**src/mr_cfg.svh**
```systemverilog
/*
 * MR request engine configuration
 * widths, depths and MPT region geometry shared by all blocks
 */
`ifndef MR_CFG_SVH
`define MR_CFG_SVH

// request tag space
`define MR_TAG_W            5
`define MR_TAG_NUM          32

// command fields
`define MR_LKEY_W           32
`define MR_HEAD_W           64

// address widths
`define ICM_ADDR_W          64
`define PHY_ADDR_W          64

// mpt table, index is the low lkey bits
`define MPT_IDX_W           6
`define MPT_ENTRY_NUM       64

// mpt region in icm space, 64 byte slots
`define MPT_ICM_BASE        64'h0000_0000_0040_0000
`define MPT_SLOT_SIZE_LOG   6

// get queue towards icm cache
`define GET_FIFO_DEPTH      4
`define GET_FIFO_DEPTH_LOG  2

`endif

```
**src/mr_pkg.sv**
```systemverilog
/*
 * MR request engine types
 * vector typedefs and controller state encoding
 */
`default_nettype none

`include "mr_cfg.svh"

package mr_pkg;

    // request tag, indexes the request buffer
    typedef logic [`MR_TAG_W-1:0]    req_tag_t;

    // memory key of the command
    typedef logic [`MR_LKEY_W-1:0]   lkey_t;

    // command head word kept while the request is outstanding
    typedef logic [`MR_HEAD_W-1:0]   mr_head_t;

    // mpt table index
    typedef logic [`MPT_IDX_W-1:0]   mpt_idx_t;

    typedef logic [`ICM_ADDR_W-1:0]  icm_addr_t;
    typedef logic [`PHY_ADDR_W-1:0]  phy_addr_t;

    // request controller fsm
    typedef enum logic [1:0] {
        IDLE,
        ADDR_REQ,
        ADDR_RSP,
        MPT_GET
    } mpt_state_t;

endpackage

`default_nettype wire

```
**src/mr_req_buffer.sv**
```systemverilog
/*
 * MR request buffer
 * tag indexed command heads with busy bits and completion read-out
 */
`timescale 1ns/1ps
`default_nettype none

`include "mr_cfg.svh"

module mr_req_buffer import mr_pkg::*; (
    input  wire         clk,
    input  wire         rst,

    input  wire         buf_wen,
    input  req_tag_t    buf_tag,
    input  mr_head_t    buf_head,

    input  req_tag_t    query_tag,
    output logic        tag_busy,

    input  wire         cpl_valid,
    input  req_tag_t    cpl_tag,
    output logic        cpl_head_valid,
    output mr_head_t    cpl_head
);

    mr_head_t               head_mem [`MR_TAG_NUM];
    logic [`MR_TAG_NUM-1:0] busy;

    assign tag_busy = busy[query_tag];

    // completion clears, write sets, write wins on the same tag
    always_ff @(posedge clk or posedge rst) begin
        if (rst) begin
            busy           <= '0;
            cpl_head_valid <= 1'b0;
        end else begin
            cpl_head_valid <= cpl_valid && busy[cpl_tag];
            if (cpl_valid) begin
                busy[cpl_tag] <= 1'b0;
            end
            if (buf_wen) begin
                busy[buf_tag] <= 1'b1;
            end
        end
    end

    // head storage and completion read
    always_ff @(posedge clk) begin
        if (buf_wen) begin
            head_mem[buf_tag] <= buf_head;
        end
        if (cpl_valid) begin
            cpl_head <= head_mem[cpl_tag];
        end
    end

endmodule

`default_nettype wire

```
**config.mk**
```make
export PLATFORM = sky130hd
export DESIGN_NAME = mr_req_buffer
export DESIGN_NICKNAME = d
export VERILOG_FILES = /design/src/mr_pkg.sv /design/src/mr_req_buffer.sv
export VERILOG_INCLUDE_DIRS = /design/src
export SDC_FILE = /design/constraint.sdc
export NUM_CORES = 2
export LEC_CHECK = 0
export BUFFER_PORTS_ARGS = -buffer_cell sky130_fd_sc_hd__buf_2
export CAP_MARGIN = 20
export CORE_ASPECT_RATIO = 1.75
export CORE_UTILIZATION = 35
export DETAILED_ROUTE_END_ITERATION = 10
export PLACE_DENSITY = 0.61
export SETUP_SLACK_MARGIN = 0.05
export SYNTH_ARGS = -nofsm -noshare
export SYNTH_HDL_FRONTEND = slang
export SYNTH_SLANG_ARGS = --single-unit
```
**constraint.sdc**
```tcl
create_clock -name clk -period 4.8 [get_ports clk]
set_input_delay 0.96 -clock clk [delete_from_list [all_inputs] [get_ports clk]]
set_output_delay 0.96 -clock clk [all_outputs]
set_load 0.03 [all_outputs]
```
==> results.tsv <==
metric	value	unit
status	completed	
peakVddDrop	0.265	mV
syn_area_per_cell	22.4	µm²
dr.pass1.iters	6	
postSynthCellCount	3604	
fin_hold_ws	248	ps
synth_edf_count	2112	
htree_levels	4	
hold_violations	0	
start_util	0.352	
crit_start	query_tag[1]	
drv_cap	0	
seq_area_frac_synth	0.795	
final_area	0.0916	mm²
clockBufferDepth	4	
yosysTopAreaCellShare	0.785	
drc	0	
yosys.area_share.adder	0	
async_reset_ff_frac	0.0154	
pre_cts_ws	1000	ps
post_drt_wl_per_cell	31.2	µm
syn_area	0.0808	mm²
cp_common_cell	buf_2	
combPwrFrac	0.053	
p_per_area	402	mW/mm²
crit_family	multiplexers	
fin_nets	3939	
cp.required	3840	ps
final_cells	7039	
power.share.clock	0.376	
worstPathMaxFanout	10	
clock.fmax	284	MHz
p_leak	28.6	nW
clockRootBuffer	clkbuf_16	
period_share	0.733	
tightest_slew	1210	ps
layout-drive-gt1-share	0.238	
post-cts-setup-buffers	0	
p_switching	0.00787	W
critPathBufInv	2	
cp-start-kind	input pin	
drt-vias-per-instance	5.56	
setup_violations	0	
critPathKind	input pin to output pin	
grt_pass1_wl	307000	µm
finalClockSkew	24.1	ps
syn_nets	3687	
cts_hold_buf	0	
synth_ff_type	edfxtp_1	
fp.dieW	365	µm
ys_warn_count	0	
drt-total-wl	219000	µm
grt_pass1_vias	39900	
reg2reg_from	head_mem[11][59]	
r2r-end	cpl_head[59]	
end_kind	output pin	
cts_sinks	2145	
cts_buffers	175	
clock_latency	840	ps
rows	233	
grt_use_total	0.187	
max_stage_delay	540	ps
synthXorXnorAreaFrac	0	
reg2reg_depth	3	
gp_congestion	0.765	
core_area	0.230	mm²
syn_to_final_growth	13.4	%
die_area	0.233	mm²
grt_remaining_overflow	0	
synth_common_cells	edfxtp_1 (2,112), mux4_2 (392), mux2i_1 (302), a22oi_1 (164), o22ai_1 (134)	
drv_slew	0	
max_slew_margin	0.190	
crit_chain	buf_2 > mux4_2 > a2bb2oi_1 > a22oi_1 > o221ai_1 > buf_2	
drt-initial-drc-count	4201	
ant_nets	0	
fin_tns_setup	0	ps
antenna_found_initial	38	
cts_tree	built	
place_inst	6734	
die_y	638	µm
seqPwrFrac	0.571	
synth.most_common_cell	edfxtp_1	
vias	39200	
dpl_cell_area	0.0863	mm²
cts_resized	0	
yosys-mux-area-fraction	0.147	
synth_top_family_by_area	multiplexers	
dp_hpwl	112000	µm
io_buffers	148	
synth-simple-area-share	0.0123	
swShare	0.214	
hold_class	input pin to asynchronous set/reset pin	
grt_max_degree	91	
synth_compound_area_frac	0.0332	
grt_setup_unrepaired	no	
cp_slowest_cell	mux4_2	
synth_largest_area_cell	edfxtp_1	
nFillCells	20300	
synth_area_leaders	edfxtp_1 (78%), mux4_2 (11%), mux2i_1 (3.7%)	
r2r_setup_slack	2950	ps
ys_ff_latch	2145	
internal-power	0.0290	W
setup_ws	1280	ps
period_needed	3520	ps
arrival	2560	ps
clk_pin_slew	70	ps
yosysUniqueCellTypes	44	
io_pins	149	
registers in the layout, summed over array words and instances, names as in the netlist:
signal	cells
busy	32
cpl_head	64
cpl_head_valid	1
head_mem	2048
stage by stage:
stage	util	total power, W
after floorplan	-	0.0226
after global placement	0.376	0.0234
after detailed placement	0.376	0.0234
after CTS	0.399	0.0371
after global routing	0.399	0.0378
final	0.399	0.0369
layout by cell type, fill, tap and decap left out, types with 7 or more instances in the layout:
master and n:
clkinv_1 38, a22oi_1 164, nand3b_1 7, edfxtp_1 2112, o21ai_0 65, clkbuf_16 178
mux4_2 392, o211ai_1 31, nand4_1 33, nand3_1 7, clkinv_2 24, mux2i_1 302
nor4_1 32, buf_4 69, clkbuf_1 34, bufinv_16 10, buf_2 145, dfrtp_1 33
buf_12 57, nor2_4 38, o22ai_1 134
layer usage:
| metal | GRT usage | vias up | wire, µm |
|---|---|---|---|
| met3 | 0.0309 | 388 | 15300 |
| li1 | - | 15800 | - |
| met5 | 0 | - | 232 |
| met2 | 0.327 | 1546 | 114000 |
| met1 | 0.235 | 21300 | 83000 |
| met4 | 0.0599 | 36 | 7290 |
how the worst max path moves through the flow:
stage / end / cells after the start
after global placement: cpl_head[59] / 6
after floorplan: head_mem[24][0] / 4
after global routing: tag_busy / 6
after detailed placement: cpl_head[59] / 6
final: tag_busy / 6
after CTS: tag_busy / 6
logic make-up after synthesis:
group                  count (synthesis)
flip-flops                          2145
AO/OA/AOI/OAI                        402
buffers and inverters                202
AND/OR/NAND/NOR                      161
multiplexers                         694
area by class of cell:
class	count	area, µm²	share of cell area
antenna	6	15.0	0.000164
clock buffer	215	4620	0.0505
clock inverter	84	664	0.00725
inverter	4	15.0	0.000164
multi-input combinational	1257	15800	0.173
sequential	2145	64200	0.701
tap	3055	3820	0.0417
timing repair buffer	273	2410	0.0264
worst reg2reg max path, cell delays in order, from the launching register on:
cell and delay (ps):
edfxtp_1 370, mux4_2 560, a22oi_1 490, nand4_1 160
power groups by stage:
stage | clock network [W] | logic (W) | registers, W
final | 0.0139 | 0.00194 | 0.0211
after global routing | 0.0146 | 0.00206 | 0.0211
after CTS | 0.0140 | 0.00196 | 0.0211
after detailed placement | 0 | 0.00196 | 0.0215
after global placement | 0 | 0.00192 | 0.0215
after floorplan | 0 | 0.00103 | 0.0215
Note: power is estimated with default switching activity, not from simulation.
