[config.mk]
export PLATFORM = sky130hd
export DESIGN_NAME = icm_mapping_table
export DESIGN_NICKNAME = d
export VERILOG_FILES = /design/src/mr_pkg.sv /design/src/icm_mapping_table.sv
export VERILOG_INCLUDE_DIRS = /design/src
export SDC_FILE = /design/constraint.sdc
export NUM_CORES = 2
export LEC_CHECK = 0
export BUFFER_PORTS_ARGS = -buffer_cell sky130_fd_sc_hd__buf_4
export CELL_PAD_IN_SITES_DETAIL_PLACEMENT = 1
export CELL_PAD_IN_SITES_GLOBAL_PLACEMENT = 1
export CORE_UTILIZATION = 56
export DETAILED_ROUTE_END_ITERATION = 16
export GPL_ROUTABILITY_DRIVEN = 1
export PLACE_DENSITY = 0.87
export RECOVER_POWER = 25
export SETUP_SLACK_MARGIN = 0.4
export SLEW_MARGIN = 10
export SYNTH_ARGS = -nofsm -noshare
export SYNTH_HDL_FRONTEND = slang
export SYNTH_SLANG_ARGS = --single-unit
[constraint.sdc]
create_clock -name clk -period 3.41 [get_ports clk]
set_clock_uncertainty 0.2 [all_clocks]
set_input_delay 0.1705 -clock clk [delete_from_list [all_inputs] [get_ports clk]]
set_output_delay 0.1705 -clock clk [all_outputs]
set_load 0.05 [all_outputs]
[src/mr_cfg.svh]
/*
 * MR request engine configuration
 * widths, depths and MPT region geometry shared by all blocks
 */
`ifndef MR_CFG_SVH
`define MR_CFG_SVH

// request tag space
`define MR_TAG_W            5
`define MR_TAG_NUM          32

// command fields
`define MR_LKEY_W           32
`define MR_HEAD_W           64

// address widths
`define ICM_ADDR_W          64
`define PHY_ADDR_W          64

// mpt table, index is the low lkey bits
`define MPT_IDX_W           6
`define MPT_ENTRY_NUM       64

// mpt region in icm space, 64 byte slots
`define MPT_ICM_BASE        64'h0000_0000_0040_0000
`define MPT_SLOT_SIZE_LOG   6

// get queue towards icm cache
`define GET_FIFO_DEPTH      4
`define GET_FIFO_DEPTH_LOG  2

`endif

[src/mr_pkg.sv]
/*
 * MR request engine types
 * vector typedefs and controller state encoding
 */
`default_nettype none

`include "mr_cfg.svh"

package mr_pkg;

    // request tag, indexes the request buffer
    typedef logic [`MR_TAG_W-1:0]    req_tag_t;

    // memory key of the command
    typedef logic [`MR_LKEY_W-1:0]   lkey_t;

    // command head word kept while the request is outstanding
    typedef logic [`MR_HEAD_W-1:0]   mr_head_t;

    // mpt table index
    typedef logic [`MPT_IDX_W-1:0]   mpt_idx_t;

    typedef logic [`ICM_ADDR_W-1:0]  icm_addr_t;
    typedef logic [`PHY_ADDR_W-1:0]  phy_addr_t;

    // request controller fsm
    typedef enum logic [1:0] {
        IDLE,
        ADDR_REQ,
        ADDR_RSP,
        MPT_GET
    } mpt_state_t;

endpackage

`default_nettype wire

[src/icm_mapping_table.sv]
/*
 * ICM mapping table
 * maps an MPT index to its ICM slot address and loaded physical address
 */
`timescale 1ns/1ps
`default_nettype none

`include "mr_cfg.svh"

module icm_mapping_table import mr_pkg::*; (
    input  wire         clk,
    input  wire         rst,

    // load port
    input  wire         map_wr_en,
    input  mpt_idx_t    map_wr_idx,
    input  phy_addr_t   map_wr_phy_addr,
    input  wire         map_wr_valid,

    // lookup request
    input  wire         lookup_valid,
    input  mpt_idx_t    lookup_idx,
    output logic        lookup_ready,

    // registered response slot
    output logic        rsp_valid,
    output logic        rsp_hit,
    output icm_addr_t   rsp_icm_addr,
    output phy_addr_t   rsp_phy_addr,
    input  wire         rsp_ready
);

    phy_addr_t                  phy_mem [`MPT_ENTRY_NUM];
    logic [`MPT_ENTRY_NUM-1:0]  entry_valid;

    logic       lookup_fire;
    icm_addr_t  lookup_icm_addr;

    // single response slot
    assign lookup_ready = !rsp_valid;
    assign lookup_fire  = lookup_valid && lookup_ready;

    // slot address from the index, no storage needed
    assign lookup_icm_addr = icm_addr_t'(`MPT_ICM_BASE)
                           + (icm_addr_t'(lookup_idx) << `MPT_SLOT_SIZE_LOG);

    // entry valid bits, cleared on write with map_wr_valid low
    always_ff @(posedge clk or posedge rst) begin
        if (rst) begin
            entry_valid <= '0;
        end else if (map_wr_en) begin
            entry_valid[map_wr_idx] <= map_wr_valid;
        end
    end

    always_ff @(posedge clk) begin
        if (map_wr_en) begin
            phy_mem[map_wr_idx] <= map_wr_phy_addr;
        end
    end

    // response held until rsp_ready
    always_ff @(posedge clk or posedge rst) begin
        if (rst) begin
            rsp_valid <= 1'b0;
            rsp_hit   <= 1'b0;
        end else if (lookup_fire) begin
            rsp_valid <= 1'b1;
            rsp_hit   <= entry_valid[lookup_idx];
        end else if (rsp_ready) begin
            rsp_valid <= 1'b0;
        end
    end

    // address payload
    always_ff @(posedge clk) begin
        if (lookup_fire) begin
            rsp_icm_addr <= lookup_icm_addr;
            rsp_phy_addr <= phy_mem[lookup_idx];
        end
    end

endmodule

`default_nettype wire

==> summary.md <==
| Metric | Value |
|---|---|
| Gpl congestion | `0.812` |
| Vias/cell | `8.16` |
| Number of global-route vias before repair | `slightly above 90000` |
| Worst hold path stage count | `4` |
| GRT Util Overall | `0.436` |
| Worst EP required | `3.94 ns` |
| Arr. time, crit path | `3.57 ns` |
| Clk slew on worst S/H paths | `0.08 ns` |
| Post-route ant nets | `0` |
| Port Buf Inserts | `between 150 and 200` |
| Syn Area/Cell | `~24 µm²` |
| H-tree levels | `5` |
| Sw frac | `0.239` |
| Max stage delay on crit path | `0.57 ns` |
| Failing checks | `max-capacitance violations, max-slew violations` |
| DP Worst Slack | `0.181 ns` |
| Drt initial violations | `20400` |
| Nets | `7490` |
| Register bit total from synthesis | `4232` |
| Seq/Total Area, Yosys | `0.796` |
| Synth area leader | `edfxtp_1` |
| Clk root buf | `clkbuf_16` |
| Clock power share | `0.422` |
| Final hold vios | `0` |
| Largest net degree at the start of global routing | `65` |
| Fmax | `329 MHz` |
| Slew HR | `-0.957` |
| Setup CP Type | `in2reg` |
| Post-synth EDFFs | `4166` |
| Comb pwr share | `0.056` |
| CTS tree | `done` |
| RR Endpoint | `rsp_hit$_DFFE_PP0P_` |
| Unrepaired setup endpoints after global routing | `no` |
| First-pass GRT wire length | `a little over 800000 µm` |
| Reg2Reg Setup Slack | `approximately 0.48 ns` |
| Top FF cell, synth | `edfxtp_1` |
| Ys async rst share | `0.0156` |
| Via count | `between 90000 and 100k` |
| Hold Path End | `rsp_hit$_DFFE_PP0P_` |
| Post-synth top area share | `0.786` |
| Sink Count | `4232` |
| Cells along the critical path | `dlygate4sd3_1, buf_8, buf_4, buf_4, mux4_2, a22oi_1, a21oi_1, or4_1` |
| Area grow syn2layout | `15.0%` |
| Initial Util | `0.564` |
| Slowest CP cell | `dlygate4sd3_1` |
| DRT Pass-1 Iters | `6` |
| Max Cap Viol | `48` |
| WL final | `621000 µm` |
| Sw power | `26.6 mW` |
| Reg2Reg Depth | `7` |
| Longest Clk Path Bufs | `4` |
| Area contributors post-synth | `edfxtp_1 (79%), mux4_2 (15%), a22oi_1 (2.4%)` |
| Top Ports | `213` |
| Reg-to-Reg Start | `rsp_valid$_DFFE_PP0P_` |
| Slew Limit Fails | `3120` |
| PD cells | `608 nW/µm²` |
| Sequential group share of total power | `0.522` |
| Clock latency on the worst-skew pair | `1.02 ns` |
| Initial antenna violation count | `between 40 and 50` |
| Hold Path Origin | `lookup_valid` |
| Crit path setup slack, layout | `0.370 ns` |
| Mapped Cells | `6742` |
| Final setup viols | `0` |
| Leak Pwr | `57.3 nW` |
| Commonest non-fill, non-tap cell in the layout | `edfxtp_1` |
| Core Region | `283000 µm²` |
| Yosys cell types | `33` |
| Cell-internal power | `84.8 mW` |
| Total power | `between 100 and 150 mW` |
| CTS Buf Count | `404` |
| Die X-Extent | `roughly 540 µm` |
| WL per Instance | `about 54 µm` |
| Final period utilization | `0.892` |
| Peak supply drop | `between 0.5 and 0.6 mV` |
| Dpl hpwl | `275000 µm` |
| Crit Path Max Fanout | `23` |
| Most frequent cells in the layout | `edfxtp_1 (4166), mux4_2 (1040), a22oi_1 (512), clkbuf_16 (408), buf_4 (298)` |
| Post-Syn Area | `159000 µm²` |
| WP buf/inv | `4` |
| Die H | `535 µm` |
| Status | `complete, but fails checks` |
| Hold Path Class | `in2reg` |
| # DRC | `0` |
| Fin Hold WS | `between 0.1 and 0.15 ns` |
| Die Area | `between 200000 and 300000 µm²` |
| Delay-heaviest family, CP | `buffers and inverters` |
| Total gr overflow | `0` |
| Minimum clock period | `3.04 ns` |
| Worst-margin pin slew | `a little under 3 ns` |
| Yosys warns | `0` |
| Share of cells above drive strength 1 | `0.293` |
| Rows | `195` |
| Endpoint type of the worst setup path | `register` |
| CP most frequent cell | `buf_4` |
| Startpoint class of the critical path | `primary input` |
metal layers:
layer,vias up,GRT usage,share of wire
li1,30400,-,-
met1,46800,0.520,0.29
met2,12900,0.653,0.45
met3,3670,0.141,0.16
met4,50,0.359,0.10
met5,-,0,0.00074
kinds of logic (layout without fill, tap and decap cells):
logic type / Yosys count / in the layout / share of synthesized area
flip-flops: 4232 / 4232 / 0.796
multiplexers: 1112 / 1112 / 0.152
AO/OA/AOI/OAI: 776 / 776 / 0.0325
buffers and inverters: 451 / 1377 / 0.0133
AND/OR/NAND/NOR: 169 / 169 / 0.00595
other: 2 / 85 / 0.0000472
what timing repair did:
action                                  in CTS  in global routing
endpoints found under the setup margin       0                  1
buffers inserted                             0                  0
resized for setup                            0                  2
hold endpoints to repair                  4601                  1
hold buffers                                92                  1
power by group through the flow:
| stage | combinational [mW] | sequential, mW | clock [mW] |
|---|---|---|---|
| 5_1_grt | 6.29 | 58.1 | 47.9 |
| 6_report | 6.24 | 58.1 | 47.0 |
| 3_5_place_dp | 5.61 | 59.1 | 0 |
| 2_1_floorplan | 2.90 | 59.2 | 0 |
| 3_3_place_gp | 5.25 | 59.0 | 0 |
| 4_1_cts | 5.99 | 58.0 | 45.9 |
flip-flops by register name, summed over array words and instances, names as in the netlist:
signal / count
rsp_hit: 1
phy_mem: 4096
rsp_icm_addr: 6
rsp_valid: 1
entry_valid: 64
rsp_phy_addr: 64
worst max-delay path by stage:
stage	startpoint	endpoint	slack, ns	cells past startpoint
after detailed placement	lookup_idx[0]	rsp_phy_addr[44]$_DFFE_PP_	0.18	8
after CTS	lookup_idx[0]	rsp_phy_addr[54]$_DFFE_PP_	0.54	8
final	lookup_idx[2]	rsp_phy_addr[17]$_DFFE_PP_	0.37	8
after global routing	lookup_idx[2]	rsp_phy_addr[4]$_DFFE_PP_	0.44	9
after floorplan	map_wr_idx[1]	entry_valid[6]$_DFFE_PP0P_	-0.16	5
after global placement	lookup_idx[0]	rsp_phy_addr[20]$_DFFE_PP_	0.29	7
final cells by class:
type	instances	area [µm²]
Clock buffer	479	10500
Fill cell	22100	99500
Inverter	3	15.0
Sequential cell	4232	127000
Timing Repair Buffer	652	7620
Antenna cell	27	67.6
Multi-Input combinational cell	2115	31100
Tap cell	3743	4680
Clock inverter	243	2360
per-stage QoR:
stage | cells | area [µm²] | setup TNS (ns) | util
floorplan | 6798 | 160000 | -21.22 | -
global placement | 10700 | 169000 | 0 | 0.600
detailed placement | 10700 | 169000 | 0 | 0.600
CTS | 11500 | 183000 | 0 | 0.648
global route | 11500 | 183000 | 0 | 0.648
finish | 11500 | 183000 | 0 | 0.648
cell usage after synthesis, drive strengths merged, types with 2 or more instances:
library cell,n
a22oi,512
nand3b,3
buf,252
a21oi,258
or4,64
mux2i,7
inv,3
mux4,1040
a211oi,2
nand3,5
nor2,65
nand2b,6
conb,2
nor2b,5
nand2,10
edfxtp,4166
nor3b,2
clkbuf,196
mux2,65
nor3,4
dfrtp,66
worst min-delay path, cell delays in order:
cell           delay [ns]
dlygate4sd3_1        0.54
buf_4                0.13
nand2_1              0.23
o32ai_1              0.15
(Power assumes the default switching activity.)
