[src/mr_cfg.svh]
/*
 * MR request engine configuration
 * widths, depths and MPT region geometry shared by all blocks
 */
`ifndef MR_CFG_SVH
`define MR_CFG_SVH

// request tag space
`define MR_TAG_W            5
`define MR_TAG_NUM          32

// command fields
`define MR_LKEY_W           32
`define MR_HEAD_W           64

// address widths
`define ICM_ADDR_W          64
`define PHY_ADDR_W          64

// mpt table, index is the low lkey bits
`define MPT_IDX_W           6
`define MPT_ENTRY_NUM       64

// mpt region in icm space, 64 byte slots
`define MPT_ICM_BASE        64'h0000_0000_0040_0000
`define MPT_SLOT_SIZE_LOG   6

// get queue towards icm cache
`define GET_FIFO_DEPTH      4
`define GET_FIFO_DEPTH_LOG  2

`endif

[src/mr_pkg.sv]
/*
 * MR request engine types
 * vector typedefs and controller state encoding
 */
`default_nettype none

`include "mr_cfg.svh"

package mr_pkg;

    // request tag, indexes the request buffer
    typedef logic [`MR_TAG_W-1:0]    req_tag_t;

    // memory key of the command
    typedef logic [`MR_LKEY_W-1:0]   lkey_t;

    // command head word kept while the request is outstanding
    typedef logic [`MR_HEAD_W-1:0]   mr_head_t;

    // mpt table index
    typedef logic [`MPT_IDX_W-1:0]   mpt_idx_t;

    typedef logic [`ICM_ADDR_W-1:0]  icm_addr_t;
    typedef logic [`PHY_ADDR_W-1:0]  phy_addr_t;

    // request controller fsm
    typedef enum logic [1:0] {
        IDLE,
        ADDR_REQ,
        ADDR_RSP,
        MPT_GET
    } mpt_state_t;

endpackage

`default_nettype wire

[src/icm_get_queue.sv]
/*
 * ICM get request queue
 * small FIFO that absorbs back-pressure from the ICM cache
 */
`timescale 1ns/1ps
`default_nettype none

`include "mr_cfg.svh"

module icm_get_queue import mr_pkg::*; (
    input  wire         clk,
    input  wire         rst,

    // push side
    input  wire         get_push,
    input  req_tag_t    get_tag,
    input  icm_addr_t   get_icm_addr,
    input  phy_addr_t   get_phy_addr,
    output logic        get_full,

    // pop side
    output logic        icm_get_valid,
    output req_tag_t    icm_get_tag,
    output icm_addr_t   icm_get_icm_addr,
    output phy_addr_t   icm_get_phy_addr,
    input  wire         icm_get_ready
);

    localparam logic [`GET_FIFO_DEPTH_LOG:0] FIFO_DEPTH = `GET_FIFO_DEPTH;

    req_tag_t   tag_mem [`GET_FIFO_DEPTH];
    icm_addr_t  icm_mem [`GET_FIFO_DEPTH];
    phy_addr_t  phy_mem [`GET_FIFO_DEPTH];

    // pointers wrap, depth is a power of two
    logic [`GET_FIFO_DEPTH_LOG-1:0] wr_ptr;
    logic [`GET_FIFO_DEPTH_LOG-1:0] rd_ptr;
    logic [`GET_FIFO_DEPTH_LOG:0]   count;

    logic do_push;
    logic do_pop;

    assign get_full      = (count == FIFO_DEPTH);
    assign icm_get_valid = (count != '0);

    assign do_push = get_push && !get_full;
    assign do_pop  = icm_get_valid && icm_get_ready;

    always_ff @(posedge clk or posedge rst) begin
        if (rst) begin
            wr_ptr <= '0;
            rd_ptr <= '0;
            count  <= '0;
        end else begin
            if (do_push) begin
                wr_ptr <= wr_ptr + 1'b1;
            end
            if (do_pop) begin
                rd_ptr <= rd_ptr + 1'b1;
            end
            // simultaneous push and pop keeps the count
            case ({do_push, do_pop})
                2'b10:   count <= count + 1'b1;
                2'b01:   count <= count - 1'b1;
                default: count <= count;
            endcase
        end
    end

    always_ff @(posedge clk) begin
        if (do_push) begin
            tag_mem[wr_ptr] <= get_tag;
            icm_mem[wr_ptr] <= get_icm_addr;
            phy_mem[wr_ptr] <= get_phy_addr;
        end
    end

    // head of queue, first word fall-through
    assign icm_get_tag      = tag_mem[rd_ptr];
    assign icm_get_icm_addr = icm_mem[rd_ptr];
    assign icm_get_phy_addr = phy_mem[rd_ptr];

endmodule

`default_nettype wire

[config.mk]
export PLATFORM = sky130hd
export DESIGN_NAME = icm_get_queue
export DESIGN_NICKNAME = d
export VERILOG_FILES = /design/src/mr_pkg.sv /design/src/icm_get_queue.sv
export VERILOG_INCLUDE_DIRS = /design/src
export SDC_FILE = /design/constraint.sdc
export NUM_CORES = 1
export LEC_CHECK = 0
export ABC_AREA = 1
export BUFFER_PORTS_ARGS = -buffer_cell sky130_fd_sc_hd__buf_2
export CORE_MARGIN = 1
export CORE_UTILIZATION = 29
export DETAILED_ROUTE_END_ITERATION = 16
export PLACE_DENSITY = 0.5
export SETUP_SLACK_MARGIN = 0.15
export SLEW_MARGIN = 20
export SYNTH_ARGS = -nofsm -noshare
export SYNTH_HDL_FRONTEND = slang
export SYNTH_SLANG_ARGS = --single-unit
export TNS_END_PERCENT = 20
[constraint.sdc]
create_clock -name clk -period 13.4 [get_ports clk]
set_input_delay 2.68 -clock clk [delete_from_list [all_inputs] [get_ports clk]]
set_output_delay 2.68 -clock clk [all_outputs]
set_load 0.01 [all_outputs]
==> results of run 1 <==
-- area by class of cell --
class                           instances  share of cell area
Timing Repair Buffer                  285             0.05810
Inverter                              284             0.04180
Clock inverter                         32             0.01547
Multi-Input combinational cell        702              0.1508
Clock buffer                           72             0.06077
Tap cell                              959             0.04651
Antenna cell                            4           0.0003880
Sequential cell                       539              0.6261
-- cells by family (layout without fill, tap and decap cells) --
family / Yosys count / count (layout)
other cells: 0 / 4
compound gates: 267 / 267
flops: 539 / 539
buf+inv: 372 / 673
xor+xnor: 1 / 1
fa+ha+maj: 6 / 6
simple gates: 428 / 428
-- worst max-delay path by stage --
stage / depth (start not counted) / slack, ns / to / from
2_1_floorplan: 2 / 4.42 / icm_mem[0][0] / get_push
3_3_place_gp: 7 / 7.71 / icm_get_phy_addr[53] / rd_ptr[0]
3_5_place_dp: 7 / 7.64 / icm_get_phy_addr[54] / rd_ptr[0]
4_1_cts: 7 / 6.95 / icm_get_phy_addr[40] / rd_ptr[0]
5_1_grt: 7 / 6.59 / icm_get_phy_addr[48] / rd_ptr[0]
6_report: 7 / 6.95 / icm_get_phy_addr[40] / rd_ptr[0]
-- flip-flops by register name, summed over array words and instances (netlist names) --
register  flops
wr_ptr        2
phy_mem     256
icm_mem     256
tag_mem      20
count         3
rd_ptr        2
-- routing by layer --
metal | vias up | routed length [µm] | global-route usage
met4 | 16 | 1112 | 0.03737
met3 | 101 | 3538 | 0.04202
met5 | - | 97 | 0
li1 | 6170 | - | -
met2 | 242 | 22700 | 0.2090
met1 | 5916 | 19760 | 0.1442
-- worst reg2reg max path: cells and delay by family, from the launching register on --
kind / cells / cell delay [ns]
buf+inv: 3 / 1.34
simple gates: 3 / 0.65
flops: 1 / 0.35
-- report_power, final --
part | total (mW) | switching (mW) | internal (mW)
combinational | 1.84 | 1.26 | 0.578
sequential | 2.32 | 0.101 | 2.22
clock | 1.64 | 0.632 | 1.01
-- cell usage in the layout (no fill, tap or decap), types with 2 or more instances in the layout --
cell type,count
buf_2,271
ha_1,5
clkinv_2,3
clkbuf_16,61
o211ai_1,236
clkinv_1,16
edfxtp_1,532
clkbuf_1,11
diode_2,4
inv_6,2
buf_4,11
nand2_1,416
clkinvlp_4,2
o211ai_2,30
nor2_4,4
inv_1,282
bufinv_16,10
buf_12,3
dfrtp_1,6
nand3_1,7
-- stage by stage --
stage / worst slack [ns] / hold slack [ns] / std cells / cell area, µm² / util
4_1_cts: 6.953 / 0.4755 / 2873 / 25790 / 0.3511
2_1_floorplan: 4.418 / 0.4465 / 1613 / 21690 / -
3_3_place_gp: 7.709 / 0.4652 / 2769 / 23820 / 0.3243
5_1_grt: 6.593 / 0.5100 / 2875 / 25790 / 0.3512
3_5_place_dp: 7.635 / 0.4640 / 2769 / 23820 / 0.3243
6_report: 6.949 / 0.4752 / 2877 / 25800 / 0.3512
==> flow_metrics.env, run 1 <==
export IMPL_status="completed"
export IMPL_rsz0062_at_grt="false"
export IMPL_grt_pass1_vias=12337
export IMPL_netlist_cell_type_count=18
export IMPL_cp_max_fo=131
export IMPL_finalSetupViolations=0
export IMPL_arrival_ns=3.77
export IMPL_netlist_top_cell_by_area="edfxtp_1"
export IMPL_hold_start="count[0]"
export IMPL_hpwl_mm=26.18
export IMPL_hold_depth=1
export IMPL_period_share=0.4815
export IMPL_cts_num_sinks=539
export IMPL_start_util=0.2952
export IMPL_synth_edf_count=532
export IMPL_cts_root_buffer_cell="clkbuf_16"
export IMPL_synthXorXnorAreaFrac=0.0004039
export IMPL_drive_above_1_share=0.2085
export IMPL_synth_top_cell_area_share=0.7366
export IMPL_synthSimpleGateAreaFrac=0.07460
export IMPL_tightest_slew_ns=1.254
export IMPL_min_period_ns=6.451
export IMPL_fillerInstances=7142
export IMPL_synthCells=1613
export IMPL_area_delta_synth_final_pct=18.96
export IMPL_slew_headroom=0.1637
export IMPL_io_pins=272
export IMPL_grt_pass1_wl_mm=71.01
export IMPL_synth_seq_cells=539
export IMPL_ys_warn_count=0
export IMPL_clk_pin_slew_ns=0.06
export IMPL_muxShareOfSynthArea=0
export IMPL_wire_per_inst_um=16.41
export IMPL_reg2reg_setup_slack_ns=10.62
export IMPL_finalPower_mw=5.805
export IMPL_synthTopCellsByArea="edfxtp_1, o211ai_1, nand2_1, inv_1, o211ai_2"
export IMPL_max_stage_delay_ns=0.82
export IMPL_drt_iter0_drc=581
export IMPL_crit_required_ns=10.72
export IMPL_clock_skew_ns=0.01026
export IMPL_synth_top_family_by_area="compound AO/OA/AOI/OAI gates"
export IMPL_nets=2014
export IMPL_via_count=12445
export IMPL_drc=0
export IMPL_coreArea_mm2=0.07345
export IMPL_timing_rr_start="count[1]"
export IMPL_synth_fa_ha_area_frac=0.003808
export IMPL_cts_buffers_inserted=59
export IMPL_ir_drop_uv=161.3
export IMPL_crit_family="buffers and inverters"
export IMPL_startpoint_type="flip-flop"
export IMPL_antenna_found_initial=11
export IMPL_vias_per_cell=4.326
export IMPL_post_cts_setup_buffers=0
export IMPL_netlist_area_mm2=0.02169
export IMPL_synth_most_common_cell="edfxtp_1"
export IMPL_dr_pass1_iters=6
export IMPL_whs_endpoint="count[0]"
export IMPL_cts_resized=0
export IMPL_synth_avg_cell_area_um2=13.45
export IMPL_overflow=0
export IMPL_die_area_mm2=0.07588
export IMPL_port_buffers=271
export IMPL_grt_max_degree=237
export IMPL_synth_commonest_cells="edfxtp_1, nand2_1, inv_1"
export IMPL_synth_compound_area_share=0.09923
export IMPL_r2r_cells=6
export IMPL_ys_seq_area_frac=0.7447
export IMPL_tns_ns=0
export IMPL_slowest_stage="buf_4"
export IMPL_htree_levels=2
export IMPL_cts_tree="built"
export IMPL_total_leakage_power_nw=10.20
export IMPL_crit_path_end_kind="output pin"
export IMPL_worstSetupPathType="flip-flop to output pin"
export IMPL_die_h_um=275.5
export IMPL_power_density_mw_per_mm2=225.0
export IMPL_ys_flop_type="edfxtp_1"
export IMPL_place_gp_congestion=0.7024
export IMPL_cap_viol_max_count=0
export IMPL_ys_async_sr_fraction=0.01299
export IMPL_multi_input_area_mm2=0.003891
export IMPL_clkLatencyLatePin_ns=0.60
export IMPL_cp_num_buf_inv=4
export IMPL_cts_hold_buf=0
export IMPL_ant_nets=0
export IMPL_hold_viol=0
export IMPL_grt_use_total=0.1223
export IMPL_crit_chain="inv_8 -> buf_4 -> buf_4 -> nand2_1 -> o211ai_2 -> nand2_1 -> buf_2"
export IMPL_num_rows=99
export IMPL_clock_path_buffers=3
export IMPL_dieWidth_um=275.5
export IMPL_drv_slew=0
export IMPL_min_path_type="flip-flop to flip-flop"
export IMPL_regArea_mm2=0.01615
export IMPL_drt_total_wl_mm=47.20
export IMPL_max_freq_mhz=155.0
export IMPL_synth_nets=1756
export IMPL_reg2reg_to="phy_mem[2][40]"
Note: power is estimated with default switching activity, not from simulation.
==> inputs of run 2 (changes only) <==
==> constraint.sdc (replaced) <==
create_clock -name clk -period 6.75 [get_ports clk]
set_input_delay 1.35 -clock clk [delete_from_list [all_inputs] [get_ports clk]]
set_output_delay 1.35 -clock clk [all_outputs]
set_load 0.01 [all_outputs]
==> run 2 against run 1 <==
- first-iteration DRC count is 11% higher
- sequential share of layout area is 0.36 points higher
- largest cell class unchanged
- critical endpoint is now icm_get_icm_addr[34]
- count of clock-buffer cells in the layout is 4 higher
==> flow_metrics.env, run 2 (same netlist as run 1, synthesis figures left out) <==
export IMPL_seqPwrFrac=0.407
export IMPL_num_rows=99
export IMPL_period_share=0.6444
export IMPL_max_freq_mhz=229.9
export IMPL_p_clk_frac=0.264
export IMPL_status="completed"
export IMPL_reg2reg_setup_slack_ns=4.01
export IMPL_die_h_um=275.5
export IMPL_start_util=0.2952
export IMPL_min_period_ns=4.350
export IMPL_mostFrequentLayoutCells="edfxtp_1, nand2_1, inv_1"
export IMPL_hold_depth=1
export IMPL_reg2reg_to="phy_mem[3][41]"
export IMPL_crit_path_end_kind="output pin"
export IMPL_layout_commonest_cell="edfxtp_1"
export IMPL_combPwrFrac=0.330
export IMPL_hpwl_mm=27.14
export IMPL_cts_resized=0
export IMPL_nets=2019
export IMPL_htree_levels=2
export IMPL_grt_use_total=0.1262
export IMPL_crit_required_ns=5.40
export IMPL_rsz0062_at_grt="false"
export IMPL_cts_tree="built"
export IMPL_timing_rr_start="count[1]"
export IMPL_slew_headroom=0.3426
export IMPL_dp_cells=2772
export IMPL_post_cts_setup_buffers=0
export IMPL_coreArea_mm2=0.07345
export IMPL_grt_pass1_wl_mm=73.01
export IMPL_area_delta_synth_final_pct=18.28
export IMPL_clock_path_buffers=3
export IMPL_internal_power_mw=7.269
export IMPL_startpoint_type="flip-flop"
export IMPL_port_buffers=271
export IMPL_largestRegisters="icm_mem x256, phy_mem x256, tag_mem x20"
export IMPL_whs_endpoint="count[0]"
export IMPL_hold_start="count[0]"
export IMPL_drive_above_1_share=0.2083
export IMPL_tightest_slew_ns=0.9860
export IMPL_dr_pass1_iters=4
export IMPL_total_leakage_power_nw=10.14
export IMPL_dieWidth_um=275.5
export IMPL_cts_hold_buf=0
export IMPL_cts_buffers_inserted=60
export IMPL_power_net_switching_mw=4.006
export IMPL_drc=0
export IMPL_wire_per_inst_um=16.77
export IMPL_clk_pin_slew_ns=0.07
export IMPL_min_path_type="flip-flop to flip-flop"
export IMPL_cts_root_buffer_cell="clkbuf_16"
export IMPL_overflow=0
export IMPL_antenna_found_initial=12
export IMPL_arrival_ns=3.00
export IMPL_worstSetupPathType="flip-flop to output pin"
export IMPL_switching_share=0.3553
export IMPL_cp_max_fo=166
export IMPL_finalPower_mw=11.27
export IMPL_vias_per_cell=4.381
export IMPL_clkLatencyLatePin_ns=0.62
export IMPL_io_pins=272
export IMPL_finalSetupViolations=0
export IMPL_final_cell_area_mm2=0.02565
export IMPL_drt_total_wl_mm=48.35
export IMPL_hold_viol=0
export IMPL_die_area_mm2=0.07588
export IMPL_hold_worst_slack_ns=0.4739
export IMPL_drt_iter0_drc=646
export IMPL_place_gp_congestion=0.7298
export IMPL_via_count=12631
export IMPL_drv_slew=0
export IMPL_ir_drop_uv=236.7
export IMPL_power_density_mw_per_mm2=439.5
export IMPL_cap_viol_max_count=0
export IMPL_r2r_cells=6
export IMPL_grt_max_degree=167
export IMPL_ant_nets=0
export IMPL_grt_pass1_vias=12591
export IMPL_cts_num_sinks=539
export IMPL_clock_skew_ns=0.03195
export IMPL_dpl_cell_area_mm2=0.02385
export IMPL_final_cell_count_no_fill=2883
-- run 2: worst max-delay path: stages (launching register included) --
cell,delay [ns]
dfrtp_1,0.45
inv_8,0.60
buf_4,0.76
nand2_1,0.12
o211ai_1,0.12
nand2_1,0.11
buf_2,0.16
-- run 2: layout make-up --
class                      count  area [µm²]
clock inverter                30       215.2
tap                          959        1200
antenna                        4       10.01
timing repair buffer         289        1541
clock buffer                  76        1562
inverter                     284        1079
multi-input combinational    702        3891
fill                        7109       47800
sequential                   539       16150
-- run 2: power groups by stage --
stage	clock (mW)	sequential [mW]	combinational (mW)
2_1_floorplan	0	4.72	2.53
3_5_place_dp	0	4.66	3.82
4_1_cts	3.08	4.59	3.83
6_report	2.97	4.59	3.72
3_3_place_gp	0	4.64	3.79
5_1_grt	3.20	4.64	4.19
-- run 2: worst max path at each step --
stage               from              endpoint  depth (start not counted)
3_5_place_dp   rd_ptr[0]   icm_get_icm_addr[5]                          6
3_3_place_gp   rd_ptr[0]   icm_get_icm_addr[5]                          6
2_1_floorplan   get_push         icm_mem[0][0]                          2
5_1_grt        rd_ptr[0]  icm_get_icm_addr[34]                          6
6_report       rd_ptr[0]  icm_get_icm_addr[34]                          6
4_1_cts        rd_ptr[0]   icm_get_icm_addr[5]                          6
-- run 2: routing by layer --
layer,up-vias,part of all wire,track usage
li1,6190,-,-
met1,6085,0.43,0.1569
met2,243,0.48,0.2124
met3,97,0.066,0.03619
met4,16,0.022,0.03678
met5,-,0.0019,0
-- run 2: stage by stage --
| stage | util | setup TNS, ns | setup slack (ns) |
|---|---|---|---|
| 6_report | 0.3492 | 0 | 2.400 |
| 5_1_grt | 0.3492 | 0 | 2.065 |
| 4_1_cts | 0.3488 | 0 | 2.282 |
| 3_5_place_dp | 0.3246 | 0 | 2.995 |
| 3_3_place_gp | 0.3246 | 0 | 3.033 |
| 2_1_floorplan | - | -479.82 | -0.9019 |
